File: src/common/rram_pkg.sv
package rram_pkg;

	////////////////////////////////////////////////////////////////////////////
	// Sizes

	localparam int ARRAY_SIZE   = 16;                 // Rows, also columns
	localparam int HALF_SIZE    = ARRAY_SIZE / 2;     // Columns sensed per read
	localparam int IM_DEPTH     = 128;
	localparam int OB_DEPTH     = 128;
	localparam int INSTR_WIDTH  = 32;
	localparam int INDEX_WIDTH  = $clog2(ARRAY_SIZE);

	////////////////////////////////////////////////////////////////////////////
	// Instruction fields

	localparam int OPCODE_WIDTH = 4;
	localparam int OPCODE_LSB   = 28;
	localparam int WR_COL_LSB   = 0;
	localparam int WR_ROW_LSB   = 4;
	localparam int WR_DATA_BIT  = 8;                  // 1 is SET, 0 is RESET
	localparam int RD_HALF_BIT  = 0;                  // 1 selects columns 15..8
	localparam int RD_ROW_LSB   = 1;

	////////////////////////////////////////////////////////////////////////////
	// Types

	typedef logic [INSTR_WIDTH-1:0]         instr_t;
	typedef logic [$clog2(IM_DEPTH)-1:0]    im_addr_t;
	typedef logic [$clog2(OB_DEPTH)-1:0]    ob_addr_t;
	typedef logic [$clog2(OB_DEPTH):0]      ob_count_t;
	typedef logic [ARRAY_SIZE-1:0]          line_t;
	typedef logic [ARRAY_SIZE-1:0]          result_t;
	typedef logic [INDEX_WIDTH-1:0]         index_t;

	// Unlisted codes run as idle
	typedef enum logic [OPCODE_WIDTH-1:0] {
		OP_IDLE  = 4'd0,
		OP_WRITE = 4'd1,
		OP_READ  = 4'd2
	} opcode_t;

	typedef enum logic [1:0] {
		S_REST,
		S_PRECHARGE,
		S_SENSE,
		S_STORE
	} drv_state_t;

	// Both line inputs high ties a line to ground
	localparam line_t LINE_REST = '1;

endpackage

File: src/verilog/result_buffer.sv
`timescale 1ns/10ps

module result_buffer (
	input  logic                clk,
	input  logic                rst,
	input  logic                run,
	input  logic                res_wr,
	input  rram_pkg::result_t   res_data,
	input  logic                ob_rd,
	input  rram_pkg::ob_addr_t  ob_addr,
	output rram_pkg::result_t   ob_data,
	output rram_pkg::ob_count_t ob_count
);
	import rram_pkg::*;

	result_t  mem [OB_DEPTH];
	ob_addr_t wr_ptr;
	logic     buf_full;
	logic     wr_en;

	assign buf_full = (ob_count == ob_count_t'(OB_DEPTH));
	assign wr_en    = res_wr && !buf_full && !run;

	always_ff @(posedge clk or negedge rst) begin
		if (!rst) begin
			wr_ptr   <= '0;
			ob_count <= '0;
		end else if (run) begin         // New run starts at address 0
			wr_ptr   <= '0;
			ob_count <= '0;
		end else if (wr_en) begin
			wr_ptr   <= wr_ptr + 1'b1;
			ob_count <= ob_count + 1'b1;
		end
	end

	always_ff @(posedge clk) begin
		if (wr_en) begin
			mem[wr_ptr] <= res_data;
		end
		if (ob_rd) begin
			ob_data <= mem[ob_addr];    // Held until the next host read
		end
	end

endmodule

File: config.mk
export PLATFORM = sky130hd
export DESIGN_NAME = result_buffer
export DESIGN_NICKNAME = d
export VERILOG_FILES = /design/src/common/rram_pkg.sv /design/src/verilog/result_buffer.sv
export SDC_FILE = /design/constraint.sdc
export NUM_CORES = 2
export LEC_CHECK = 0
export ABC_CLOCK_PERIOD_IN_PS = 3800
export BUFFER_PORTS_ARGS = -buffer_cell sky130_fd_sc_hd__buf_2
export CORE_MARGIN = 1
export CORE_UTILIZATION = 50
export CTS_BUF_LIST = sky130_fd_sc_hd__clkbuf_16
export DETAILED_ROUTE_END_ITERATION = 16
export PLACE_DENSITY = 0.62
export SETUP_SLACK_MARGIN = 0.15
export SKIP_CTS_REPAIR_TIMING = 1
export SLEW_MARGIN = 20
export SYNTH_ARGS = -nofsm -noshare
export SYNTH_HDL_FRONTEND = slang
export SYNTH_SLANG_ARGS = --single-unit
File: constraint.sdc
create_clock -name clk -period 3.8 [get_ports clk]
set_clock_uncertainty 0.2 [all_clocks]
set_input_delay 0.57 -clock clk [delete_from_list [all_inputs] [get_ports clk]]
set_output_delay 0.57 -clock clk [all_outputs]
set_load 0.005 [all_outputs]
# Word-level counts from Yosys, hierarchy flattened
# Memory sizes are Yosys's and may differ from the RTL's. A register that Yosys moved wholly into a read port is not among the register bits.
# Index checks and enable logic that the tools add are counted.
# op_classes
n_addsub,2
n_mux,6
n_eq_ne,1
reduce_logical,5
# ops
cell,count
8-bit two-way mux,2
7-bit two-way mux,2
"8-bit by 1-bit adder with 8-bit output, second input constant",1
"8-bit == test, second input constant",1
"7-bit by 1-bit adder with 7-bit output, second input constant",1
1-bit logical AND,2
1-bit logical NOT,2
1-bit two-way mux,2
2-bit nonzero test,1
# totals
out_inout_bits,24
in_bits,28
mem_bits_rw,2048
n_memories,1
regBits,15
elab_cells,17
# memory_table
memory,words,width,rd,rd_ports_with_merged_regs,write_ports,line_no,source
mem,128,16,1,1,1,result_buffer.sv:16,result_t mem [OB_DEPTH];

# Longest topological paths before layout
# logic_depth
word_depth,6
depth_mapped,8
ltp_nobuf,6

# Worst setup path after synthesis
# OpenSTA, ideal clock, no wires.
# synth_path
path_type,in2reg
startpoint,input ob_addr[0]
endpoint,"register ob_data[0] (read register of mem), data pin"
cell_stages,6
required_ns,3.340
setup_time_ns,0.260
path_slack_ns,0.399
arrival_ns,2.942
path_buffers,2
cell_sequence,buf_2 -> clkbuf_1 -> mux4_2 -> mux4_2 -> mux4_2 -> mux2_2
# synth_lines
item,line_no,source
from (decl),result_buffer.sv:10,"input rram_pkg::ob_addr_t ob_addr,"
to (decl),result_buffer.sv:11,"output rram_pkg::result_t ob_data,"

# Worst setup path in the final report
# layout_path
startpoint,register ob_count[0]
endpoint,"memory mem[66][3] (netlist bit), enable pin"
# layout_between
elab_chain_len,6
# layout_lines
item,line_no,source
from (decl),result_buffer.sv:12,output rram_pkg::ob_count_t ob_count
from (signal assigned),result_buffer.sv:33,ob_count <= ob_count + 1'b1;
8-bit == test,result_buffer.sv:21,assign buf_full = (ob_count == ob_count_t'(OB_DEPTH));
1-bit logical NOT,result_buffer.sv:22,assign wr_en = res_wr && !buf_full && !run;
1-bit logical AND (2 in series),result_buffer.sv:22,
1-bit two-way mux,result_buffer.sv:38,if (wr_en) begin
1-bit two-way mux (implied by the code),result_buffer.sv:39,mem[wr_ptr] <= res_data;
to (decl),result_buffer.sv:16,
# Every way passes these cells.

==> impl_metrics.toml <==
[outcome]
status = "finished, final reports clean"

[clock_tree]
clockRootBuffer = "clkbuf_16"
clkSlewWorstSetupHoldPaths_ps = 60
cts_sinks = 2079
cts_buffer_depth = 3
tritoncts = "built"
cts.htree.levels = 4
cts_buffers = 202
insertion_delay_ps = 850

[route]
wl_per_cell_um = 33.31
drc = 0
routed_wl_um = 191800
dr.pass1.iters = 5
vias_per_cell = 6.246
dr.first_iter.drc_count = 4446
vias = 35960
postRouteAntennaNets = 0

[floorplan]
io_pins = 52
dieArea_um2 = 160400
coreArea_um2 = 156900
die_w_um = 400.5
die_y_um = 400.5
fp-row-count = 145
initial_core_util = 0.5059

[final_layout]
drive_above_1_share = 0.3514
fin_nets = 3560
area_growth_pct = 14.46

[synthesis]
yosys_most_used_dff = "edfxtp_1"
synthCells = 3153
yosys.area.top_type = "edfxtp_1"
synthArstFlopShare = 0.007215
ys_ff_latch = 2079
ys_seq_area_frac = 0.7854
synth_top_area_frac = 0.7806
netlist_top_cells_area = "edfxtp_1, mux4_2, nor2_1"
synth.distinct_cells = 32
synth_area_per_cell_um2 = 25.18
synth_fp_nets = 3184
yosys.cell_count.top_type = "edfxtp_1"
yosysWarnings = 0
synth_common_cells = "edfxtp_1, mux4_2, nor2_1"
synth_area_um2 = 79400
synth-edff-count = 2064

[sta]
relSlewSlack = 0.3421
fin_crit_ps = 3236
setup_violations = 0
tns_ps = 0
rsz0062_at_grt = "false"
finalHoldViolCount = 0
slew_violations = 0
tightest_slew_ps = 986.8
whs_ps = 30.50
period_share = 0.8516
fmax_ghz = 0.3090

[placed_design]
hpwl_um = 113700
port_buffers = 51
gp_congestion = 0.8049

[global_route]
grtUsageTotal = 0.2440
antenna_found_initial = 22
grt-ovfl-total = 0
grt_pass1_wl_um = 273500
grt_max_degree = 129
grt_pass1_vias = 37080

[critical_path]
start_kind = "register"
required_ps = 4140
cp.arrival_ps = 3580
cp-end-kind = "register"
critPathKind = "register to register"
cp_max_fo = 16

[job]
maxCapViolCount = 0

[power]
ir_worst_vdd_mv = 0.5368
p_per_area_nw_per_um2 = 516.1
cellLeakagePower_nw = 28.61

[hold_path]
min_path_type = "input port to register"
[report_power, final]
group | switching, mW | internal, mW | leakage, nW
Sequential | 0.0563 | 25.3 | 18.8
Clock | 8.39 | 10.9 | 3.30
Combinational | 1.33 | 0.984 | 6.55
[final cells by class]
type	count	area, µm²
clock inverters	170	1279
inverters	3	11.26
clock buffers	204	5105
repair buffers	339	3219
well taps	2058	2575
fillers	10870	66050
flip-flops and latches	2079	62350
diodes	1	2.502
multi-input cells	904	16330
[final timing paths]
path,start,end,slack [ps],cells after the start
max in group asynchronous,rst,wr_ptr[4],2180,3
max reg2reg,ob_count[0],mem[66][3],560,8
min reg2reg,ob_count[4],ob_count[4],410,2
max,ob_count[0],mem[66][3],560,8
min,res_data[11],mem[80][11],30,1
min in group asynchronous,rst,ob_count[5],700,3
[per-stage QoR]
stage	setup WS (ps)	util	area, µm²	std cells	power [mW]
floorplan	398.6	-	79400	3153	26.95
global placement	-84.19	0.5377	84390	5376	28.06
detailed placement	-73.95	0.5377	84390	5376	28.12
CTS	591.9	0.5784	90770	5750	47.22
global route	402.1	0.5791	90870	5757	48.17
finish	563.8	0.5791	90880	5758	46.90
[registers in the layout (all words and copies together) (netlist names)]
register	flops
mem	2048
ob_data	16
ob_count	8
wr_ptr	7
[logic make-up after synthesis]
| family | Yosys count | share of synthesized area |
|---|---|---|
| AOI/OAI and AO/OA | 11 | 0.0009770 |
| xor gates and xnor gates | 10 | 0.001103 |
| adders and majority gates | 3 | 0.0004728 |
| buffers and inverters | 170 | 0.008967 |
| DFF | 2079 | 0.7854 |
| muxes | 690 | 0.1931 |
| and+or+nand+nor | 190 | 0.009991 |
[placed cells by master, fill, tap and decap left out, drive strengths merged, types with 4 or more instances in the layout]
cell type,count
edfxtp,2064
mux4,672
buf,333
clkbuf,204
nor2,145
clkinv,99
inv,54
bufinv,17
mux2,16
dfrtp,15
nand2,14
nand3,9
xor2,7
dlygate4sd3,6
nor2b,4
nand4,4
[per-layer routing]
layer	global-route usage	vias to the layer above	wire length [µm]
met5	0.01041	-	306
met2	0.3823	1622	92950
met3	0.07382	258	19660
met1	0.3369	19590	74530
met4	0.06167	14	4350
li1	-	14480	-
[critical path, cell delays in order (launching register included)]
cell	delay (ps)
dfrtp_1	490
inv_1	80
ha_1	190
nand4bb_1	210
o21a_1	480
nand4b_1	150
buf_4	330
nor2_1	540
buf_12	240
No activity file was read; power rests on OpenSTA's default activity.
