**config.mk**
```make
export PLATFORM = sky130hd
export DESIGN_NAME = instr_mem
export DESIGN_NICKNAME = d
export VERILOG_FILES = /design/src/common/rram_pkg.sv /design/src/verilog/instr_mem.sv
export SDC_FILE = /design/constraint.sdc
export NUM_CORES = 2
export LEC_CHECK = 0
export BUFFER_PORTS_ARGS = -buffer_cell sky130_fd_sc_hd__buf_2
export CORE_ASPECT_RATIO = 1.4
export CORE_MARGIN = 2
export CORE_UTILIZATION = 60
export DETAILED_ROUTE_END_ITERATION = 16
export PLACE_DENSITY = 0.76
export SYNTH_ARGS = -nofsm -noshare
export SYNTH_HDL_FRONTEND = slang
export SYNTH_SLANG_ARGS = --single-unit
export TNS_END_PERCENT = 100
```
**constraint.sdc**
```tcl
create_clock -name clk -period 10.87 [get_ports clk]
set_input_delay 2.174 -clock clk [delete_from_list [all_inputs] [get_ports clk]]
set_output_delay 2.174 -clock clk [all_outputs]
set_load 0.02 [all_outputs]
```
**src/common/rram_pkg.sv**
```systemverilog
package rram_pkg;

	////////////////////////////////////////////////////////////////////////////
	// Sizes

	localparam int ARRAY_SIZE   = 16;                 // Rows, also columns
	localparam int HALF_SIZE    = ARRAY_SIZE / 2;     // Columns sensed per read
	localparam int IM_DEPTH     = 128;
	localparam int OB_DEPTH     = 128;
	localparam int INSTR_WIDTH  = 32;
	localparam int INDEX_WIDTH  = $clog2(ARRAY_SIZE);

	////////////////////////////////////////////////////////////////////////////
	// Instruction fields

	localparam int OPCODE_WIDTH = 4;
	localparam int OPCODE_LSB   = 28;
	localparam int WR_COL_LSB   = 0;
	localparam int WR_ROW_LSB   = 4;
	localparam int WR_DATA_BIT  = 8;                  // 1 is SET, 0 is RESET
	localparam int RD_HALF_BIT  = 0;                  // 1 selects columns 15..8
	localparam int RD_ROW_LSB   = 1;

	////////////////////////////////////////////////////////////////////////////
	// Types

	typedef logic [INSTR_WIDTH-1:0]         instr_t;
	typedef logic [$clog2(IM_DEPTH)-1:0]    im_addr_t;
	typedef logic [$clog2(OB_DEPTH)-1:0]    ob_addr_t;
	typedef logic [$clog2(OB_DEPTH):0]      ob_count_t;
	typedef logic [ARRAY_SIZE-1:0]          line_t;
	typedef logic [ARRAY_SIZE-1:0]          result_t;
	typedef logic [INDEX_WIDTH-1:0]         index_t;

	// Unlisted codes run as idle
	typedef enum logic [OPCODE_WIDTH-1:0] {
		OP_IDLE  = 4'd0,
		OP_WRITE = 4'd1,
		OP_READ  = 4'd2
	} opcode_t;

	typedef enum logic [1:0] {
		S_REST,
		S_PRECHARGE,
		S_SENSE,
		S_STORE
	} drv_state_t;

	// Both line inputs high ties a line to ground
	localparam line_t LINE_REST = '1;

endpackage

```
**src/verilog/instr_mem.sv**
```systemverilog
`timescale 1ns/10ps

module instr_mem (
	input  logic               clk,
	input  logic               rst,
	input  logic               im_clear,
	input  logic               im_wr,
	input  rram_pkg::instr_t   im_data,
	input  rram_pkg::im_addr_t fetch_addr,
	output rram_pkg::instr_t   fetch_data,
	output rram_pkg::im_addr_t im_count,
	output logic               im_full
);
	import rram_pkg::*;

	instr_t   mem [IM_DEPTH];
	im_addr_t wr_ptr;
	logic     wr_en;

	// Top slot stays free so the word count fits the address width
	assign im_full  = (wr_ptr == im_addr_t'(IM_DEPTH - 1));
	assign im_count = wr_ptr;
	assign wr_en    = im_wr && !im_full && !im_clear;

	always_ff @(posedge clk or negedge rst) begin
		if (!rst) begin
			wr_ptr <= '0;
		end else if (im_clear) begin
			wr_ptr <= '0;
		end else if (wr_en) begin
			wr_ptr <= wr_ptr + 1'b1;
		end
	end

	always_ff @(posedge clk) begin
		if (wr_en) begin
			mem[wr_ptr] <= im_data;
		end
		fetch_data <= mem[fetch_addr];  // Word valid the cycle after the address
	end

endmodule

```
# Word level (Yosys, flattened, before mapping)

Memories as Yosys holds them, arrays and structs flattened. A register that Yosys moved wholly into a read port is not among the register bits.
Cells that the tools add are included.
W data, S select, Z words.

Output and inout port bits: 40
Input bits: 43
RAM bits: 4,096
Memories: 1
Flip-flop bits (word level): 7

Memory list:

| memory | depth | bits a word | rd ports | clocked after Yosys merged registers in | write ports | RTL line        | RTL |
|---|---|---|---|---|---|---|---|
| mem    | 128   | 32          | 1        | 1                                       | 1           | instr_mem.sv:16 | `instr_t mem [IM_DEPTH];` |

Reductions and logical operators: 5
Muxes and demuxes: 4
Equal/unequal tests: 1
Add/subtract/negate cells: 1

Operator list:

| operator              | number |
|---|---|
| $mux W7               | 2 |
| $add A7 B1 Y7 const B | 1 |
| $eq A7 B7 Y1 const B  | 1 |
| $logic_and A1 B1 Y1   | 2 |
| $logic_not A1 Y1      | 2 |
| $mux W1               | 2 |
| $reduce_bool A2 Y1    | 1 |

# Depth between registers and ports, before layout

Word-level depth: 6
Gate-level depth with buffers: 8
Depth with buffers taken out: 5

# Worst setup path after synthesis

Ideal clock, no wire load.

Path kind: in2reg
Start point: input port im_wr
End point: memory mem[103][0] in the netlist's numbering, enable pin
Path buffers: 1
Path slack: 4,595 ps
Data arrival time: 5,773 ps
Data required time: 10,369 ps
Stages: 5
Cell sequence: nand4_1 > a21oi_1 > nand2b_1 > clkbuf_1 > nor4_1

Longest elaborated chain between the ends: 4

Ends and longest elaborated chain:

| what                             | RTL line        | RTL |
|---|---|---|
| start: declaration               | instr_mem.sv:7  | `input logic im_wr,` |
| $logic_and A1 B1 Y1 (2 in a row) | instr_mem.sv:23 | `assign wr_en = im_wr && !im_full && !im_clear;` |
| $mux W1                          | instr_mem.sv:36 | `if (wr_en) begin` |
| $mux W1 (implied by the code)    | instr_mem.sv:37 | `mem[wr_ptr] <= im_data;` |
| end: declaration                 | instr_mem.sv:16 |  |

No other way between the ends.

==> results.yml <==
floorplanning:
  core_area_mm2: 0.261
  die_width_um: 436
  start_util_pct: 60.1
  design.portCount: 83
  dieArea_mm2: 0.265
  row_count: 222
  die_y_um: 609
logic_synthesis:
  synthesis_stage_register_bit_count: 4135
  synth.mux.area_fraction_pct: 19.6
  syn-cell-area_mm2: 0.157
  synth_xor_area_share_pct: 0.0224
  yosysTopAreaCellShare_pct: 78.5
  synth_cells: 6033
  yosysWarnings: 0
  syn_area_per_cell_um2: 26.0
  synth_cell_type_count: 32
  synth_compound_gate_area_share_pct: 0.0248
  synthSimpleGateAreaFrac_pct: 0.492
  ys_top_cells_by_area: "edfxtp_1 (79%), mux4_2 (19%), clkbuf_1 (0.46%), dfxtp_1 (0.41%), nor2_1 (0.32%)"
  synth-adder-area-share_pct: 0.00799
  register_area_share_after_synthesis_pct: 79.0
  synth_top_family_by_area: "multiplexers"
  synthDominantAreaCellType: "edfxtp_1"
  syn-num-nets: 6077
timing:
  final_slew_violations: 0
  timing.max_slew.rel_slack_pct: 14.5
  max_freq_ghz: 0.174
  grt_setup_unrepaired: "false"
  timing.clock.skew_ps: 65.9
  min_period_over_period_pct: 52.9
  setup_viol: 0
  final.min_clock_period_ps: 5750
  finalHoldViolations: 0
  tightestPinTransition_ps: 1280
  timing.setup.tns_ps: 0
place:
  place.detailed.hpwl_mm: 225
  globalplace.congestion: 0.850
  place.port_buffers: 82
clock_tree:
  htree_levels: 5
  clkSinkCount: 4135
  tritoncts: "yes"
  cts.repair.resized: 0
  cts.reportedPaths.clkPinSlew_ps: 80
  cts_hold_buf: 0
  post-cts-setup-buffer-count: 0
  clockRootBuffer: "clkbuf_16"
  clock_latency_ps: 930
  cts-root-to-sink-buffers: 4
  cts-buffers-inserted: 366
pwr:
  net-switching-power_uw: 6970
  power.density_cell_area_mw_per_mm2: 185
  p_comb_share_pct: 5.2
  sw_frac_of_total_pct: 21.5
  internal_power_uw: 25400
  share_clk_of_total_power_pct: 40.5
  total_leakage_power_uw: 0.0534
  irDropWorstVdd_uv: 151
  share_seq_of_total_power_pct: 54.4
worst_setup_path:
  timing.critical_path.required_ps: 11680
  timing.critical_path.arrival_ps: 6560
  setup.worst_path.end_class: "flop"
  criticalPathCategory: "primary input to flop"
  start_kind: "primary input"
  worst-path-max-fanout: 92
final_layout:
  nFillCells: 14896
  mostFrequentLayoutCell: "edfxtp_1"
  most-common-layout-cells: "edfxtp_1 (4,096), mux4_2 (1,344), clkbuf_16 (376)"
  layout-drive-gt1-share_pct: 35.0
  fin_nets: 6412
  postLayoutCoreUtil_pct: 67.2
  syn2layout_area_growth_pct: 11.7
job:
  timing.max_cap.violations: 0
route:
  avgViaCountPerCell: 7.21
  drt-initial-drc-count: 13385
  routed_wirelength_normalized_by_instance_count_um: 43.0
  route.detailed.drc: 0
  firstDrtPassIters: 6
  detail-route-antenna-nets: 0
  vias: 73522
  postRouteWirelength_mm: 439
global_routing:
  antenna_found_initial: 53
  globalRouteTotalUtil_pct: 33.4
  maximum_number_of_pins_on_one_net_before_global_route_repair: 129
  via_count_of_the_first_global_routing_pass: 75328
  grt_pass1_wl_mm: 606
  congestion_overflow_gr: 0
min_path:
  hold_class: "flop to flop"
outcome:
  run_status: "finished, final reports clean"
[power groups by stage]
| stage | Combinational (uW) | Sequential, uW | Clock [uW] |
|---|---|---|---|
| 2_1_floorplan | 817 | 17900 | 0 |
| 4_1_cts | 1650 | 17600 | 13200 |
| 3_3_place_gp | 1590 | 18000 | 0 |
| 6_report | 1670 | 17600 | 13100 |
| 3_5_place_dp | 1620 | 18000 | 0 |
| 5_1_grt | 1700 | 17600 | 13700 |
[per-stage QoR]
stage	setup WS [ps]	power [uW]	cell area, um^2	hold slack [ps]	cells
floorplan	4600	18800	157000	757	6033
global placement	4340	19600	163000	785	9472
detailed placement	4290	19600	163000	800	9472
CTS	5280	32400	175000	814	10144
global route	5130	33000	175000	854	10188
finish	5120	32400	175000	857	10203
[synth_stat cells, drive strengths merged]
cell	number
dfrtp	7
nand3b	3
a21oi	2
nor3	3
nand3	7
or3	5
mux2	32
nor2b	6
buf	136
nand4	4
and4	1
clkbuf	190
inv	1
xnor2	2
mux2i	1
a41oi	1
a211oi	2
nand2b	1
nor4	1
and2	1
mux4	1344
xor2	2
edfxtp	4096
or3b	2
dfxtp	32
nand2	14
o21ai	1
nor2	135
ha	1
[cell families (layout without fill, tap and decap cells)]
logic type,Yosys count,after routing
xor+xnor,4,4
mux,1377,1377
compound gates,6,6
flops,4135,4135
fa+ha+maj,1,1
simple gates,183,183
other cells,0,59
buf+inv,327,966
[worst max-delay path, stage by stage]
cell and delay [ps]:
buf_8 620, buf_4 780, buf_4 690, mux4_2 440
mux4_2 610, mux4_2 630, mux2_2 310
[flip-flops by register name, summed over array words and instances, names as in the netlist]
name and cells:
mem 4096, im_count 7, fetch_data 32
[layout make-up]
type	count	area, um^2	share of cell area (%)
inverters	1	3.75	0.00214
diodes	59	148	0.0844
multi-input cells	1571	32500	18.6
well taps	3472	4340	2.48
flip-flops and latches	4135	124000	70.7
clock buffers	461	9870	5.64
repair buffers	293	2350	1.34
clock inverters	211	2020	1.15
[final timing paths]
| check | from | endpoint | depth (start not counted) | slack [ps] |
|---|---|---|---|---|
| worst max-delay path | fetch_addr[2] | fetch_data[2] | 7 | 5120 |
| worst min-delay path | im_count[4] | im_count[4] | 3 | 860 |
| worst max register to register | im_count[0] | mem[34][5] | 6 | 6630 |
| worst min register to register | im_count[4] | im_count[4] | 3 | 860 |
| max in group asynchronous | rst | im_count[0] | 1 | 9610 |
| min in group asynchronous | rst | im_count[3] | 1 | 1090 |
[per-layer routing]
metal | wire, um | global-route usage (%)
met5 | 220 | 0
met4 | 32700 | 21.8
met3 | 56100 | 8.13
met2 | 218000 | 54.0
met1 | 132000 | 40.7
No activity file was read; power rests on OpenSTA's default activity.
