<file path="src/common/rram_pkg.sv">
package rram_pkg;

	////////////////////////////////////////////////////////////////////////////
	// Sizes

	localparam int ARRAY_SIZE   = 16;                 // Rows, also columns
	localparam int HALF_SIZE    = ARRAY_SIZE / 2;     // Columns sensed per read
	localparam int IM_DEPTH     = 128;
	localparam int OB_DEPTH     = 128;
	localparam int INSTR_WIDTH  = 32;
	localparam int INDEX_WIDTH  = $clog2(ARRAY_SIZE);

	////////////////////////////////////////////////////////////////////////////
	// Instruction fields

	localparam int OPCODE_WIDTH = 4;
	localparam int OPCODE_LSB   = 28;
	localparam int WR_COL_LSB   = 0;
	localparam int WR_ROW_LSB   = 4;
	localparam int WR_DATA_BIT  = 8;                  // 1 is SET, 0 is RESET
	localparam int RD_HALF_BIT  = 0;                  // 1 selects columns 15..8
	localparam int RD_ROW_LSB   = 1;

	////////////////////////////////////////////////////////////////////////////
	// Types

	typedef logic [INSTR_WIDTH-1:0]         instr_t;
	typedef logic [$clog2(IM_DEPTH)-1:0]    im_addr_t;
	typedef logic [$clog2(OB_DEPTH)-1:0]    ob_addr_t;
	typedef logic [$clog2(OB_DEPTH):0]      ob_count_t;
	typedef logic [ARRAY_SIZE-1:0]          line_t;
	typedef logic [ARRAY_SIZE-1:0]          result_t;
	typedef logic [INDEX_WIDTH-1:0]         index_t;

	// Unlisted codes run as idle
	typedef enum logic [OPCODE_WIDTH-1:0] {
		OP_IDLE  = 4'd0,
		OP_WRITE = 4'd1,
		OP_READ  = 4'd2
	} opcode_t;

	typedef enum logic [1:0] {
		S_REST,
		S_PRECHARGE,
		S_SENSE,
		S_STORE
	} drv_state_t;

	// Both line inputs high ties a line to ground
	localparam line_t LINE_REST = '1;

endpackage

</file>
<file path="src/controller/instr_fetch.sv">
`timescale 1ns/10ps

module instr_fetch (
	input  logic               clk,
	input  logic               rst,
	input  logic               run,
	input  rram_pkg::im_addr_t start_addr,
	input  rram_pkg::im_addr_t im_count,
	input  rram_pkg::instr_t   fetch_data,
	input  logic               op_done,
	output rram_pkg::im_addr_t fetch_addr,
	output rram_pkg::instr_t   op_word,
	output logic               op_valid,
	output logic               busy,
	output logic               done
);
	import rram_pkg::*;

	typedef enum logic [1:0] {
		F_IDLE,
		F_FETCH,
		F_ISSUE,
		F_WAIT
	} fetch_state_t;

	fetch_state_t state;
	im_addr_t     pc;
	im_addr_t     next_pc;

	assign fetch_addr = pc;
	assign next_pc    = pc + 1'b1;

	////////////////////////////////////////////////////////////////////////////
	// Program counter sequence

	always_ff @(posedge clk or negedge rst) begin
		if (!rst) begin
			state    <= F_IDLE;
			pc       <= '0;
			op_valid <= 1'b0;
			busy     <= 1'b0;
			done     <= 1'b0;
		end else begin
			op_valid <= 1'b0;
			done     <= 1'b0;
			case (state)
				F_IDLE: begin
					// Start must land inside the loaded program
					if (run && (start_addr < im_count)) begin
						pc    <= start_addr;
						busy  <= 1'b1;
						state <= F_FETCH;
					end
				end
				F_FETCH: state <= F_ISSUE;      // Memory reads pc
				F_ISSUE: begin
					op_valid <= 1'b1;
					state    <= F_WAIT;
				end
				F_WAIT: begin
					if (op_done) begin
						if (next_pc < im_count) begin
							pc    <= next_pc;
							state <= F_FETCH;
						end else begin
							busy  <= 1'b0;
							done  <= 1'b1;
							state <= F_IDLE;
						end
					end
				end
			endcase
		end
	end

	always_ff @(posedge clk) begin
		if (state == F_ISSUE) begin
			op_word <= fetch_data;
		end
	end

endmodule

</file>
<file path="config.mk">
export PLATFORM = sky130hd
export DESIGN_NAME = instr_fetch
export DESIGN_NICKNAME = d
export VERILOG_FILES = /design/src/common/rram_pkg.sv /design/src/controller/instr_fetch.sv
export SDC_FILE = /design/constraint.sdc
export NUM_CORES = 1
export LEC_CHECK = 0
export ABC_AREA = 0
export BUFFER_PORTS_ARGS = -buffer_cell sky130_fd_sc_hd__buf_2
export CAP_MARGIN = 20
export CORE_ASPECT_RATIO = 2
export CORE_MARGIN = 4
export CORE_UTILIZATION = 46
export CTS_CLUSTER_DIAMETER = 100
export DETAILED_ROUTE_END_ITERATION = 16
export GPL_TIMING_DRIVEN = 0
export PLACE_DENSITY = 0.79
export SLEW_MARGIN = 10
export SYNTH_ARGS = -nofsm -noshare
export SYNTH_HDL_FRONTEND = slang
export SYNTH_SLANG_ARGS = --single-unit
</file>
<file path="constraint.sdc">
create_clock -name clk -period 3.1 [get_ports clk]
set_input_delay 0.31 -clock clk [delete_from_list [all_inputs] [get_ports clk]]
set_output_delay 0.31 -clock clk [all_outputs]
set_load 0.05 [all_outputs]
</file>
After elaboration in Yosys (flattened, before gate mapping)
Index checks and enable logic that the tools add are counted.
- $add $sub $neg: 1
- multiply operators: 0
- div/mod/pow operators: 0
- order comparisons: 2
- equality and inequality tests: 7
- shift operators: 0
- mux-type cells: 16
- bitwise gates (word level): 0
- reductions and logical operators: 6
- operators by type and width (operator ; number):
    two-way mux 7 bit ; 3
    less-than comparator 7 bit ; 2
    case mux 7 bit (2 select lines) ; 1
    two-way mux 1 bit ; 8
    != test 2 bit, second input constant ; 4
    case mux 2 bit (4 select lines) ; 1
    AND reduction 4 bit ; 2
    adder 7 x 1 -> 7 bit, second input constant ; 1
    == test 2 bit, second input constant ; 2
    two-way mux 2 bit ; 2
    == test 2 x 1 -> 1 bit, second input constant ; 1
    zero test 2 bit ; 1
    case mux 1 bit (2 select lines) ; 1
    AND reduction 2 bit ; 1
    nonzero test 2 bit ; 1
    logical AND 1 bit ; 1
- bits in registers: 44
- latch bits: 0
- bits in writable memories: 0
- bits in read-only memories: 0
- bits of input ports: 50
- output and inout port bits: 42
- logic and storage cells: 38
- memories kept: 0

Logic depth before layout (Yosys ltp)
- depth after elaboration: 5
- gate-level depth with buffers: 10
- mapped depth without buffers: 10

Worst setup path after synthesis
OpenSTA, ideal clock, no wires.
- kind: flip-flop to flip-flop
- start: register pc[0] (netlist: fetch_addr[0])
- end: register pc[1] (netlist: fetch_addr[1])
- setup time: 0.125 ns
- data arrival time: 2.576 ns
- data required time: 2.975 ns
- slack: 0.399 ns
- stages on the path, launching flop included: 10
- path buffers: 0
- clock period less this slack: 2.701 ns
- path through: dfrtp_1 > ha_1 > nand3_1 > xnor2_1 > ha_1 > a21oi_1 > o211ai_1 > o21ba_2 > o211ai_4 > mux2_4
- longest elaborated chain between the ends: 4
- elaborated cells on any way between the ends: 7
- those cells by class: 1 x add/sub; 1 x order compare; 1 x eq/ne; 3 x mux; 1 x reduce/logical
- ends and longest elaborated chain (what ; line ; RTL):
    start: declaration ; instr_fetch.sv:27 ; im_addr_t pc;
    start signal: assignment ; instr_fetch.sv:50 ; pc <= start_addr;
    start signal: assignment ; instr_fetch.sv:63 ; pc <= next_pc;
    adder 7 x 1 -> 7 bit (*) ; instr_fetch.sv:31 ; assign next_pc = pc + 1'b1;
    less-than comparator 7 bit or two-way mux 7 bit (tied branches) ; instr_fetch.sv:62 ; if (next_pc < im_count) begin
    != test 2 bit (no source line) or two-way mux 7 bit (tied branches) ; -- ;
    AND reduction 4 bit (no source line) or case mux 7 bit (2 select lines) (tied branches) ; -- ;
Mark *: on every way between the ends. The rest lies on a longest branch, timed or not. The select of a mux whose other input is x is not followed.
A chain may end at the register's enable or synchronous reset.

Worst setup path after layout
Same ends and word-level chain as after synthesis.

==> impl_metrics.tcl <==
set metrics [dict create \
    drc_errors 0 \
    wl_per_cell_um 15.3 \
    multi_input_logic_area_um2 696 \
    ys_seq_elements 44 \
    critical_path.startpoint_type "register" \
    worst_path_most_repeated_cell "sky130_fd_sc_hd__ha_1" \
    clock_insertion_delay_worst_skew_ns 0.29 \
    cp_cell_sequence "ha_1, nand2_1, nor2_1, xnor2_1, ha_1, a21oi_1, o211ai_1, o21ba_2, o211ai_4, mux2_4" \
    synthDistinctLibCells 35 \
    worstMarginPinSlew_ns 0.572 \
    power.static_leakage_nw 1.25 \
    cts_tree "yes" \
    synth_seq_area_share_pct 62.8 \
    timing.max_cap.violations 0 \
    global_route_wire_length_before_repair_mm 6.74 \
    clock_sink_count 44 \
    cpLargestDelayFamily "compound AO/OA/AOI/OAI gates" \
    final-hold-violation-count 0 \
    setup_total_negative_slack_ns 0 \
    placeable_area_mm2 0.00417 \
    final_nets 303 \
    finalCritPeriodShare_pct 87.8 \
    worst_slew_margin_rel_pct 61.9 \
    syn-instance-count 136 \
    power_switching_mw 1.36 \
    netSwitchingFraction_pct 46.4 \
    p_int_mw 1.57 \
    layout_cells_sized_above_1_pct 45.1 \
    fmax_mhz 367 \
    worst_setup_path_endpoint "fetch_addr[1]" \
    grt_util_all_layers_pct 17.1 \
    r2r_cells 10 \
    routedLengthMet1_mm 1.38 \
    setup.reg_to_reg.worst_slack_ns 0.38 \
    drt_first_pass_iters 4 \
    critical_path.startpoint "fetch_addr[0]" \
    tritoncts.num_buffers 5 \
    worstHoldPathType "input port to register" \
    grt_max_degree 22 \
    outcome "finished clean" \
    regToRegEndpoint "fetch_addr[1]" \
    setup_violations 0 \
    vdd_drop_max_uv 682 \
    seq_area_mm2 0.00126 \
    worstPathRequired_ns 3.27 \
    final_cell_count_no_fill 289 \
    initial_core_util_pct 48.2 \
    number_of_global_route_vias_before_repair 1497 \
    seq_power_share_pct 32.9 \
    pwr-share-clk_pct 14.5 \
    cts_htree_levels 2 \
    syn_area_mm2 0.00201 \
    final-max-slew-violation-count 0 \
    cellPowerDensity_mw_per_mm2 1100 \
    synth.avg_cell_area_um2 14.8 \
    placed_cells 280 \
    floorplan.rows 33 \
    mappedNetlistNets 203 \
    rr_startpoint "fetch_addr[0]" \
    wirelength_routed_mm 4.41 \
    gp_congestion 0.787 \
    critical_path.max_stage_delay_ns 0.47 \
    ant_nets 0 \
    worst_clock_skew_ns 0.00742 \
    critical_path.max_fanout 7 \
    clock_tree.buffer_depth 2 \
    met2_length_mm 2.43 \
    chipHeight_um 101 \
    critical-path-slowest-cell "sky130_fd_sc_hd__dfrtp_1" \
    antennaDiodeCount 0 \
    routed_vias 1450 \
    clk_pin_slew_worst_paths_ns 0.08 \
    port_buffers 91 \
    worstHoldPathCells 1 \
    rsz0062_at_grt "no" \
    comb_power_share_pct 52.6 \
    cts_root_buffer "sky130_fd_sc_hd__clkbuf_8" \
    post-dp-hpwl_mm 3.74 \
    worst-path-stages 10 \
    synthesis.yosys.warnings 0 \
    crit_arrival_ns 2.89 \
    route.detailed.vias_per_inst 5.02 \
    fill_cell_instance_count_of_the_final_layout 380 \
    ioPinCount 92 \
    drt_iter0_markers 22 \
    critical_path_end_type "register" \
    topRoutingLayerUsed "met4" \
    globalRouteOverflowTotal 0 \
    timing_worst_setup_path_type "register to register" \
    dr_wl_met3_um 483 \
    floorplan.die_area_mm2 0.00555 \
    initial_antenna_violation_count 0 \
    crit_path_buffers_inverters 0 \
    finalCriticalPeriod_ns 2.72 \
    area_growth_syn_to_layout_pct 32.5 \
    die_width_um 54.7 \
]
## logic make-up after synthesis
family          count (synthesis)  synth area share (%)
compound gates                 20                  8.84
xor+xnor                        5                  2.18
fa+ha+maj                      17                  10.6
mux                            12                  6.29
buf+inv                        14                  2.62
flops                          44                  62.8
simple gates                   24                  6.72
## area by class of cell
type,count,area share [%]
clock inverters,2,1.32
flip-flops and latches,44,47.4
clock buffers,6,2.73
plain buffers,1,0.141
multi-input cells,78,26.1
well taps,52,2.44
inverters,13,1.83
repair buffers,93,18.0
## cells in the mapped netlist, drive strengths merged
| library cell | instances | area, um2 |
|---|---|---|
| a21o | 1 | 7.51 |
| xnor2 | 4 | 35.0 |
| nand3b | 1 | 7.51 |
| edfxtp | 32 | 961 |
| nor2 | 2 | 7.51 |
| nand2b | 2 | 12.5 |
| buf | 1 | 3.75 |
| o21ba | 1 | 10.0 |
| o2bb2ai | 1 | 8.76 |
| a31oi | 1 | 6.26 |
| mux2i | 10 | 100 |
| a21oi | 5 | 25.0 |
| and3 | 3 | 28.8 |
| o21bai | 1 | 7.51 |
| a221o | 1 | 10.0 |
| nand4 | 1 | 6.26 |
| o2111ai | 1 | 8.76 |
| nand2 | 6 | 22.5 |
| nand3 | 4 | 20.0 |
| nor3 | 1 | 5.00 |
| o211ai | 3 | 36.3 |
| o21ai | 1 | 5.00 |
| ha | 17 | 213 |
| xor2 | 1 | 8.76 |
| inv | 13 | 48.8 |
| o221ai | 1 | 8.76 |
| a221oi | 1 | 26.3 |
| nor2b | 4 | 25.0 |
| a32oi | 1 | 8.76 |
| dfrtp | 12 | 300 |
| a31o | 1 | 8.76 |
| mux2 | 2 | 26.3 |
## power by group through the flow
stage | logic, mW | clock network (mW) | registers (mW)
finish | 1.54 | 0.425 | 0.960
global placement | 1.51 | 0 | 0.971
global route | 1.67 | 0.467 | 0.985
CTS | 1.56 | 0.437 | 0.963
detailed placement | 1.55 | 0 | 0.974
floorplan | 0.609 | 0 | 1.55
## routing by layer
metal  global-route usage [%]  vias to the layer above
li1                         -                      702
met4                     8.45                        0
met2                     32.0                       86
met1                     15.8                      651
met5                        0                        -
met3                     3.98                       11
## per-stage QoR
stage / area [um2] / worst slack, ns / utilization, % / total power [mW] / hold slack [ns]
after floorplan: 2010 / 0.399 / - / 2.16 / 0.0144
after global placement: 2530 / 0.376 / 60.7 / 2.48 / 0.215
after detailed placement: 2540 / 0.371 / 61.0 / 2.53 / 0.221
after CTS: 2660 / 0.350 / 63.8 / 2.96 / 0.185
after global routing: 2660 / 0.208 / 63.8 / 3.12 / 0.171
final: 2660 / 0.377 / 63.8 / 2.92 / 0.194
## how the worst min path moves through the flow
stage | startpoint | to | slack [ns]
floorplan | rst | busy | 0.01
global placement | rst | fetch_addr[0] | 0.22
detailed placement | rst | busy | 0.22
CTS | fetch_data[10] | op_word[10] | 0.19
global route | fetch_data[31] | op_word[31] | 0.17
finish | fetch_data[16] | op_word[16] | 0.19
## sequential cells by signal, summed over array words and instances, names as in the netlist
register    count
op_word        32
fetch_addr      7
state           2
busy            1
done            1
op_valid        1
## placed cells by master (no fill, tap or decap), types with 2 or more instances in the layout
cell and instances:
sky130_fd_sc_hd__xnor2_1 4, sky130_fd_sc_hd__ha_1 17, sky130_fd_sc_hd__o211ai_1 2, sky130_fd_sc_hd__edfxtp_1 32
sky130_fd_sc_hd__nand3_1 4, sky130_fd_sc_hd__nand2_1 6, sky130_fd_sc_hd__nor2b_1 4, sky130_fd_sc_hd__buf_2 91
sky130_fd_sc_hd__dfrtp_1 12, sky130_fd_sc_hd__a21oi_1 5, sky130_fd_sc_hd__and3_4 2, sky130_fd_sc_hd__clkbuf_8 5
sky130_fd_sc_hd__nand2b_1 2, sky130_fd_sc_hd__nor2_1 2, sky130_fd_sc_hd__mux2i_1 10, sky130_fd_sc_hd__inv_1 13
## what timing repair did
item | in CTS | in global routing
endpoints found under the hold margin | 12 | 0
gates resized for setup | 0 | 0
hold buffers | 1 | 0
buffers inserted | 0 | 0
No activity file was read; power rests on OpenSTA's default activity.
