===== src/common/rram_pkg.sv =====
package rram_pkg;

	////////////////////////////////////////////////////////////////////////////
	// Sizes

	localparam int ARRAY_SIZE   = 16;                 // Rows, also columns
	localparam int HALF_SIZE    = ARRAY_SIZE / 2;     // Columns sensed per read
	localparam int IM_DEPTH     = 128;
	localparam int OB_DEPTH     = 128;
	localparam int INSTR_WIDTH  = 32;
	localparam int INDEX_WIDTH  = $clog2(ARRAY_SIZE);

	////////////////////////////////////////////////////////////////////////////
	// Instruction fields

	localparam int OPCODE_WIDTH = 4;
	localparam int OPCODE_LSB   = 28;
	localparam int WR_COL_LSB   = 0;
	localparam int WR_ROW_LSB   = 4;
	localparam int WR_DATA_BIT  = 8;                  // 1 is SET, 0 is RESET
	localparam int RD_HALF_BIT  = 0;                  // 1 selects columns 15..8
	localparam int RD_ROW_LSB   = 1;

	////////////////////////////////////////////////////////////////////////////
	// Types

	typedef logic [INSTR_WIDTH-1:0]         instr_t;
	typedef logic [$clog2(IM_DEPTH)-1:0]    im_addr_t;
	typedef logic [$clog2(OB_DEPTH)-1:0]    ob_addr_t;
	typedef logic [$clog2(OB_DEPTH):0]      ob_count_t;
	typedef logic [ARRAY_SIZE-1:0]          line_t;
	typedef logic [ARRAY_SIZE-1:0]          result_t;
	typedef logic [INDEX_WIDTH-1:0]         index_t;

	// Unlisted codes run as idle
	typedef enum logic [OPCODE_WIDTH-1:0] {
		OP_IDLE  = 4'd0,
		OP_WRITE = 4'd1,
		OP_READ  = 4'd2
	} opcode_t;

	typedef enum logic [1:0] {
		S_REST,
		S_PRECHARGE,
		S_SENSE,
		S_STORE
	} drv_state_t;

	// Both line inputs high ties a line to ground
	localparam line_t LINE_REST = '1;

endpackage


===== src/controller/array_driver.sv =====
`timescale 1ns/10ps

module array_driver (
	input  logic              clk,
	input  logic              rst,
	input  logic              op_valid,
	input  rram_pkg::instr_t  op_word,
	input  rram_pkg::result_t csa,
	output logic              op_done,
	output logic              res_wr,
	output rram_pkg::result_t res_data,
	output rram_pkg::line_t   in0_bl,
	output rram_pkg::line_t   in1_bl,
	output rram_pkg::line_t   in0_sl,
	output rram_pkg::line_t   in1_sl,
	output rram_pkg::line_t   in0_wl,
	output rram_pkg::line_t   in1_wl,
	output logic              enable_wl,
	output logic              enable_sl,
	output logic              enable_bl,
	output logic              pre,
	output logic              saen_csa,
	output logic              col_select
);
	import rram_pkg::*;

	drv_state_t state;
	opcode_t    opcode;
	index_t     wr_col;
	index_t     wr_row;
	index_t     rd_row;
	logic       wr_data;
	logic       rd_half;
	line_t      col_hot;
	line_t      wr_row_hot;
	line_t      rd_row_hot;
	line_t      half_hot;

	function automatic line_t one_hot(input index_t idx);
		line_t vec;
		for (int i = 0; i < ARRAY_SIZE; i++) begin
			vec[i] = (i == idx);
		end
		return vec;
	endfunction

	// Marks the columns of the lower or upper half
	function automatic line_t half_mask(input logic upper);
		line_t vec;
		for (int i = 0; i < ARRAY_SIZE; i++) begin
			vec[i] = ((i >= HALF_SIZE) == upper);
		end
		return vec;
	endfunction

	////////////////////////////////////////////////////////////////////////////
	// Field decode

	assign opcode     = opcode_t'(op_word[OPCODE_LSB +: OPCODE_WIDTH]);
	assign wr_col     = op_word[WR_COL_LSB +: INDEX_WIDTH];
	assign wr_row     = op_word[WR_ROW_LSB +: INDEX_WIDTH];
	assign wr_data    = op_word[WR_DATA_BIT];
	assign rd_half    = op_word[RD_HALF_BIT];
	assign rd_row     = op_word[RD_ROW_LSB +: INDEX_WIDTH];

	assign col_hot    = one_hot(wr_col);
	assign wr_row_hot = one_hot(wr_row);
	assign rd_row_hot = one_hot(rd_row);
	assign half_hot   = half_mask(rd_half);

	////////////////////////////////////////////////////////////////////////////
	// Line sequencing

	always_ff @(posedge clk or negedge rst) begin
		if (!rst) begin
			state      <= S_REST;
			op_done    <= 1'b0;
			res_wr     <= 1'b0;
			in0_bl     <= LINE_REST;
			in1_bl     <= LINE_REST;
			in0_sl     <= LINE_REST;
			in1_sl     <= LINE_REST;
			in0_wl     <= LINE_REST;
			in1_wl     <= LINE_REST;
			enable_wl  <= 1'b0;
			enable_sl  <= 1'b0;
			enable_bl  <= 1'b0;
			pre        <= 1'b1;
			saen_csa   <= 1'b0;
			col_select <= 1'b0;
		end else begin
			op_done <= 1'b0;
			res_wr  <= 1'b0;

			// Park everything unless a read is between precharge and sense
			if (state != S_PRECHARGE) begin
				in0_bl    <= LINE_REST;
				in1_bl    <= LINE_REST;
				in0_sl    <= LINE_REST;
				in1_sl    <= LINE_REST;
				in0_wl    <= LINE_REST;
				in1_wl    <= LINE_REST;
				enable_wl <= 1'b0;
				enable_sl <= 1'b0;
				enable_bl <= 1'b0;
				pre       <= 1'b1;
				saen_csa  <= 1'b0;
			end

			case (state)
				S_REST: begin
					if (op_valid) begin
						case (opcode)
							OP_WRITE: begin
								enable_wl <= 1'b1;
								enable_sl <= 1'b1;
								enable_bl <= 1'b1;
								in0_wl    <= ~wr_row_hot;     // Row drive is 01
								if (wr_data) begin            // SET
									in0_bl <= ~col_hot;
									in1_bl <= ~col_hot;
								end else begin                // RESET
									in0_sl <= ~col_hot;
								end
								op_done   <= 1'b1;
							end
							OP_READ: begin
								pre        <= 1'b0;
								in0_wl     <= ~rd_row_hot;
								in1_wl     <= ~rd_row_hot;
								in0_bl     <= ~half_hot;
								col_select <= rd_half;
								state      <= S_PRECHARGE;
							end
							default: op_done <= 1'b1;
						endcase
					end
				end
				S_PRECHARGE: begin
					pre       <= 1'b1;
					enable_wl <= 1'b1;
					enable_bl <= 1'b1;
					saen_csa  <= 1'b1;
					state     <= S_SENSE;
				end
				S_SENSE: begin
					res_wr  <= 1'b1;
					op_done <= 1'b1;
					state   <= S_STORE;
				end
				S_STORE: state <= S_REST;
			endcase
		end
	end

	// Sense amplifier output taken at the end of the sense cycle
	always_ff @(posedge clk) begin
		if (state == S_SENSE) begin
			res_data <= csa;
		end
	end

endmodule


===== config.mk =====
export PLATFORM = sky130hd
export DESIGN_NAME = array_driver
export DESIGN_NICKNAME = d
export VERILOG_FILES = /design/src/common/rram_pkg.sv /design/src/controller/array_driver.sv
export SDC_FILE = /design/constraint.sdc
export NUM_CORES = 1
export LEC_CHECK = 0
export BUFFER_PORTS_ARGS = -buffer_cell sky130_fd_sc_hd__buf_2
export CAP_MARGIN = 20
export CELL_PAD_IN_SITES_DETAIL_PLACEMENT = 0
export CELL_PAD_IN_SITES_GLOBAL_PLACEMENT = 1
export CORE_MARGIN = 2
export CORE_UTILIZATION = 35
export DETAILED_ROUTE_END_ITERATION = 10
export GPL_ROUTABILITY_DRIVEN = 0
export MAX_ROUTING_LAYER = met4
export PLACE_DENSITY = 0.84
export SLEW_MARGIN = 20
export SYNTH_ARGS = -nofsm -noshare
export SYNTH_HDL_FRONTEND = slang
export SYNTH_SLANG_ARGS = --single-unit

===== constraint.sdc =====
create_clock -name clk -period 3.9 [get_ports clk]
set_clock_uncertainty 0.15 [all_clocks]
set_input_delay 0.78 -clock clk [delete_from_list [all_inputs] [get_ports clk]]
set_output_delay 0.78 -clock clk [all_outputs]
set_load 0.02 [all_outputs]

=== Word level (Yosys, flattened, before mapping) ===
Cells that the tools add are included.

* Latch bits: 0
* Word-level logic and storage cells: 128
* Input bits: 51
* Memories kept: 0
* ROM bits: 0
* Register bits: 106
* Output and inout port bits: 120
* Bits in writable memories: 0

* Shift-type cells: 0
* Order comparisons: 0
* $add $sub $neg: 0
* Reduce and logical (&&, ||, !) cells: 7
* Equality and inequality tests: 53
* Multiplexer cells: 48
* Bitwise logic cells: 5
* $mul: 0
* Div/mod/pow operators: 0

{| class="wikitable"
|+ Operators with widths
! kind !! count
|-
| 2-to-1 mux 16 bit || 21
|-
| == test 4 bit (first input constant) || 24
|-
| NOT 16 bit || 4
|-
| case mux 16 bit (2 select lines) || 2
|-
| == test 3 x 4 -> 1 bit (first input constant) || 12
|-
| == test 2 x 4 -> 1 bit (first input constant) || 6
|-
| 2-to-1 mux 1 bit || 18
|-
| == test 1 x 4 -> 1 bit (first input constant) || 3
|-
| logical NOT 4 bit || 3
|-
| case mux 1 bit (2 select lines) || 4
|-
| case mux 2 bit (4 select lines) || 1
|-
| == test 2 bit (second input constant) || 2
|-
| == test 4 x 1 -> 1 bit (second input constant) || 1
|-
| == test 4 x 2 -> 1 bit (second input constant) || 1
|-
| 2-to-1 mux 2 bit || 2
|-
| inequality test 2 x 1 -> 1 bit (second input constant) || 2
|-
| AND reduction 3 bit || 1
|-
| == test 2 x 1 -> 1 bit (second input constant) || 1
|-
| logical NOT 2 bit || 1
|-
| inequality test 2 bit (second input constant) || 1
|-
| AND reduction 2 bit || 1
|-
| nonzero test 2 bit || 1
|-
| NOT 1 bit || 1
|}

=== Depth between registers and ports, before layout ===
* Depth in word-level cells: 6
* Gate-level depth with buffers: 8
* Gate-level depth less buffers: 6

=== Worst setup path after synthesis ===
Ideal clock, no wire load.

* Path type: input -> register
* From: input port op_word[3]
* To: register in0_wl[3]
* Library setup time: 0.088 ns
* Cell stages on the path: 5
* Path slack: 1.953 ns
* Buffers on the path: 1
* Required time: 3.662 ns
* Data arrival time: 1.709 ns
* Path through: clkbuf_1 > nand3b_1 > o21ai_0 > a211oi_1 > or3_1

* Longest elaborated chain between the ends: 5

{| class="wikitable"
|+ RTL lines
! what !! line !! RTL
|-
| start, declared || array_driver.sv:7 || <nowiki>input rram_pkg::instr_t op_word,</nowiki>
|-
| == test 2 x 4 -> 1 bit || array_driver.sv:42 || <nowiki>vec[i] = (i == idx);</nowiki>
|-
| NOT 16 bit || array_driver.sv:129 || <nowiki>in0_wl <= ~rd_row_hot;</nowiki>
|-
| case mux 16 bit (2 select lines) || array_driver.sv:113 || <nowiki>case (opcode)</nowiki>
|-
| 2-to-1 mux 16 bit || array_driver.sv:112 || <nowiki>if (op_valid) begin</nowiki>
|-
| 2-to-1 mux 16 bit || array_driver.sv:110 || <nowiki>case (state)</nowiki>
|-
| end signal, assigned || array_driver.sv:118 || <nowiki>in0_wl <= ~wr_row_hot;</nowiki>
|-
| end signal, assigned || array_driver.sv:129 ||
|-
| end, declared || array_driver.sv:16 || <nowiki>output rram_pkg::line_t in0_wl,</nowiki>
|}

No other way between the ends.
A chain may end at the register's enable or synchronous reset.

=== Worst setup path in the final report ===
* From: register state[0]
* To: register in0_bl[14]

* Longest elaborated chain between the ends: 6
* Elaborated cells on any way between the ends: 7
* Those cells by class: eq/ne (1); mux (5); reduce/logical (1)

{| class="wikitable"
|+ RTL lines
! what !! line !! RTL
|-
| start, declared || array_driver.sv:27 || <nowiki>drv_state_t state;</nowiki>
|-
| start signal, assigned || array_driver.sv:76 || <nowiki>state <= S_REST;</nowiki>
|-
| start signal, assigned || array_driver.sv:133 || <nowiki>state <= S_PRECHARGE;</nowiki>
|-
| start signal, assigned || array_driver.sv:144 || <nowiki>state <= S_SENSE;</nowiki>
|-
| inequality test 2 x 1 -> 1 bit || array_driver.sv:96 || <nowiki>if (state != S_PRECHARGE) begin</nowiki>
|-
| 2-to-1 mux 16 bit || array_driver.sv:96 ||
|-
| 2-to-1 mux 16 bit || array_driver.sv:119 || <nowiki>if (wr_data) begin</nowiki>
|-
| case mux 16 bit (2 select lines) || array_driver.sv:113 ||
|-
| 2-to-1 mux 16 bit || array_driver.sv:112 ||
|-
| 2-to-1 mux 16 bit * || array_driver.sv:110 ||
|-
| end signal, assigned || array_driver.sv:120 || <nowiki>in0_bl <= ~col_hot;</nowiki>
|-
| end signal, assigned || array_driver.sv:131 || <nowiki>in0_bl <= ~half_hot;</nowiki>
|-
| end, declared || array_driver.sv:12 || <nowiki>output rram_pkg::line_t in0_bl,</nowiki>
|}

Mark *: on every way between the ends. The rest lies on a longest branch, timed or not.

==> impl_results.md <==
* First-pass iteration count of the detailed router at 5
* VDD IR max at 221 uV
* Post-layout util at 0.438
* DRC violations left at 0
* Final wirelength at around 14,000 um
* Synth warn at 0
* Clock Tree Root: clkbuf_16
* CTS buffer count at 9
* Vias in the first global route at 4,038
* Critical Path RT at about 4.0 ns
* Hold Path Class: reg -> reg
* Top Ports at between 150 and 200
* DIE AREA at 0.0155 sq mm
* Total of max-cap violations at 0
* Cell Area, Synth at 0.00507 sq mm
* Area grow syn2layout at 20.8%
* Least-Margin Pin Slew at 0.968 ns
* Xor-xnor portion of the synthesized cell area at 0
* PD cells at 496 mW/mm^2
* Proportion of synthesized area in mux cells at 0.00420
* Register Area at 0.00283 sq mm
* Final Setup Violations at 0
* Row count at 43
* Initial core utilization at 0.362
* Core Area at 0.0140 sq mm
* CP endpoint kind: flop
* Vias per std cell at 5.32
* CTS tree: built
* Port Buf Inserts at roughly 140
* Yosys cell types at 57
* Post-synth ARST share at 0.849
* Filler cell count at 1,351
* Crit path arrival time at approximately 2.5 ns
* Layout cell share with drive strength beyond 1 at 0.427
* Finished Layout Cells at 775
* Post-synthesis sequential area ratio at 0.559
* Critical Path Start Type: flop
* Hold buffer count at CTS at 0
* Critical-path top delay cell: and4bb_2
* Resize count post-CTS at 0
* NumNets Final at around 640
* TNS Setup at 0 ns
* Status: finished, final reports clean
* Synth area leaders: dfstp_2 (42%), edfxtp_1 (9.5%), nor3b_1 (5.9%)
* All-layer global routing usage at 0.193
* GRT overflow at 0
* Crit Path Max Fanout at 17
* Slowest cell delay on critical path at ~0.45 ns
* Clock latency on the worst-skew pair at 0.35 ns
* DPL Wire Length at about 10000 um
* Synth area leader: dfstp_2
* Main combinational cell family by area after synthesis: simple AND/OR/NAND/NOR gates
* Largest net degree at the start of global routing at 91
* Period utilization at 0.624
* Post-DRT Antenna Nets at 0
* Post-layout min period at 2.43 ns
* Die H at 124 um
* Die width at 124 um
* Vias at 4,122
* Adder-Cell Fraction of Synth Area at 0.00740
* Crit path kind: reg -> reg
* Syn avg cell area at 10.7 sq um
* Post-Synth Simple-Gate Area at 0.206
* F_max at between 400 and 500 MHz
* Avg WL per Cell at 18.3 um
* Antenna violations before repair at 0
* Multi-input gate area at 0.00197 sq mm
* Final Hold Vio Count at 0
* Number of synthesized flops with an enable pin at 16
* Commonest cells post-synth: dfstp_2 (81), a21oi_1 (41), nor3b_1 (40), nor2_1 (34), nor2b_1 (23)
* Top_reg_cell synth: dfstp_2
* Dpl cells at 759
* Clock Sinks at 106
* Slew Viols, Final at 0
* Top-area cell type share of the netlist area at 0.420
* Ant diodes at 0
* DR iter-0 viols at 348
* H-tree depth at 3
* Clock buffer depth at 2
* Cell with the most instances after synthesis: dfstp_2
* Unrepaired setup endpoints after global routing: no
* Clock Pin Slew Worst Setup and Hold Paths at 0.07 ns
* Synth Instances at approximately 470
* Crit path cell chain: inv_1, ha_1, and4bb_2, nand3_2, nand2_1, o221ai_1
* Seq cells post-synth at about 110
* First-pass GRT wire length at approximately 23,000 um
* Slew headroom at 0.346
* P_leak at 2.27 nW
* Synth Area in Compound Gates at 0.158
* Buffer count from post-CTS setup fixing at 0
-- layer usage --
| metal | share of wire | track usage | up-vias |
|---|---|---|---|
| met5 | 0 | - | - |
| met4 | 0.019 | 0.0681 | 0 |
| met3 | 0.069 | 0.0485 | 21 |
| met2 | 0.45 | 0.281 | 170 |
| met1 | 0.46 | 0.261 | 2023 |
| li1 | - | - | 1908 |
-- cell type report --
class                           instances  share of cell area
Sequential cell                       106               0.463
Multi-Input combinational cell        321               0.321
Timing Repair Buffer                  140               0.117
Clock buffer                           10              0.0408
Tap cell                              180              0.0368
Clock inverter                          6              0.0139
Inverter                               12             0.00735
-- state kept, by name (all words and copies together) (netlist names) --
name and cells:
col_select 1, enable_bl 1, enable_sl 1, enable_wl 1
in0_bl 16, in0_sl 16, in0_wl 16, in1_bl 16
in1_wl 16, op_done 1, pre 1, res_data 16
res_wr 1, saen_csa 1, state 2
-- cell families after synthesis --
kind of cell / count (synthesis)
AO/OA/AOI/OAI: 124
adder cells (fa/ha/maj): 3
buffers and inverters: 62
flip-flops: 106
multiplexers: 2
other: 1
AND/OR/NAND/NOR: 176
-- critical path: cells and delay by family, from the launching register on --
family	cells	cell delay, ns
simple gates	3	1.22
flops	1	0.39
compound gates	1	0.20
buf+inv	1	0.11
fa+ha+maj	1	0.27
-- where the power goes --
group	internal (mW)	leakage (nW)	switching, mW	total, mW
Sequential	1.27	1.12	0.0393	1.31
Clock	0.602	0.164	0.420	1.02
Combinational	0.249	0.987	0.456	0.705
Total	2.12	2.27	0.915	3.04
-- stage by stage --
step | worst slack, ns | cell area (sq um) | total power, mW | hold slack (ns)
floorplan | 1.95 | 5130 | 1.83 | 0.334
global placement | 1.37 | 5790 | 2.02 | 0.312
detailed placement | 1.27 | 5790 | 2.04 | 0.322
CTS | 1.50 | 6120 | 3.07 | 0.337
global route | 1.31 | 6130 | 3.19 | 0.366
finish | 1.47 | 6130 | 3.04 | 0.337
-- worst paths after layout --
path / from / endpoint / cells after the start / slack (ns)
min in group asynchronous: rst / enable_bl / 1 / 0.41
worst max register to register: state[0] / in0_bl[14] / 6 / 1.47
max in group asynchronous: rst / res_wr / 1 / 2.66
worst min-delay path: enable_sl / enable_sl / 1 / 0.34
worst max-delay path: state[0] / in0_bl[14] / 6 / 1.47
worst min register to register: enable_sl / enable_sl / 1 / 0.34
-- cells in the final DEF, fill, tap and decap left out, types with 20 or more instances in the layout --
| cell | synthesis | final |
|---|---|---|
| nor2b_1 | 23 | 23 |
| nor3b_1 | 40 | 40 |
| nor2_1 | 34 | 34 |
| buf_2 | 13 | 134 |
| dfstp_2 | 81 | 81 |
| nand2_1 | 21 | 21 |
| a21oi_1 | 41 | 41 |
| o21ai_0 | 20 | 20 |
Note: power is estimated with default switching activity, not from simulation.
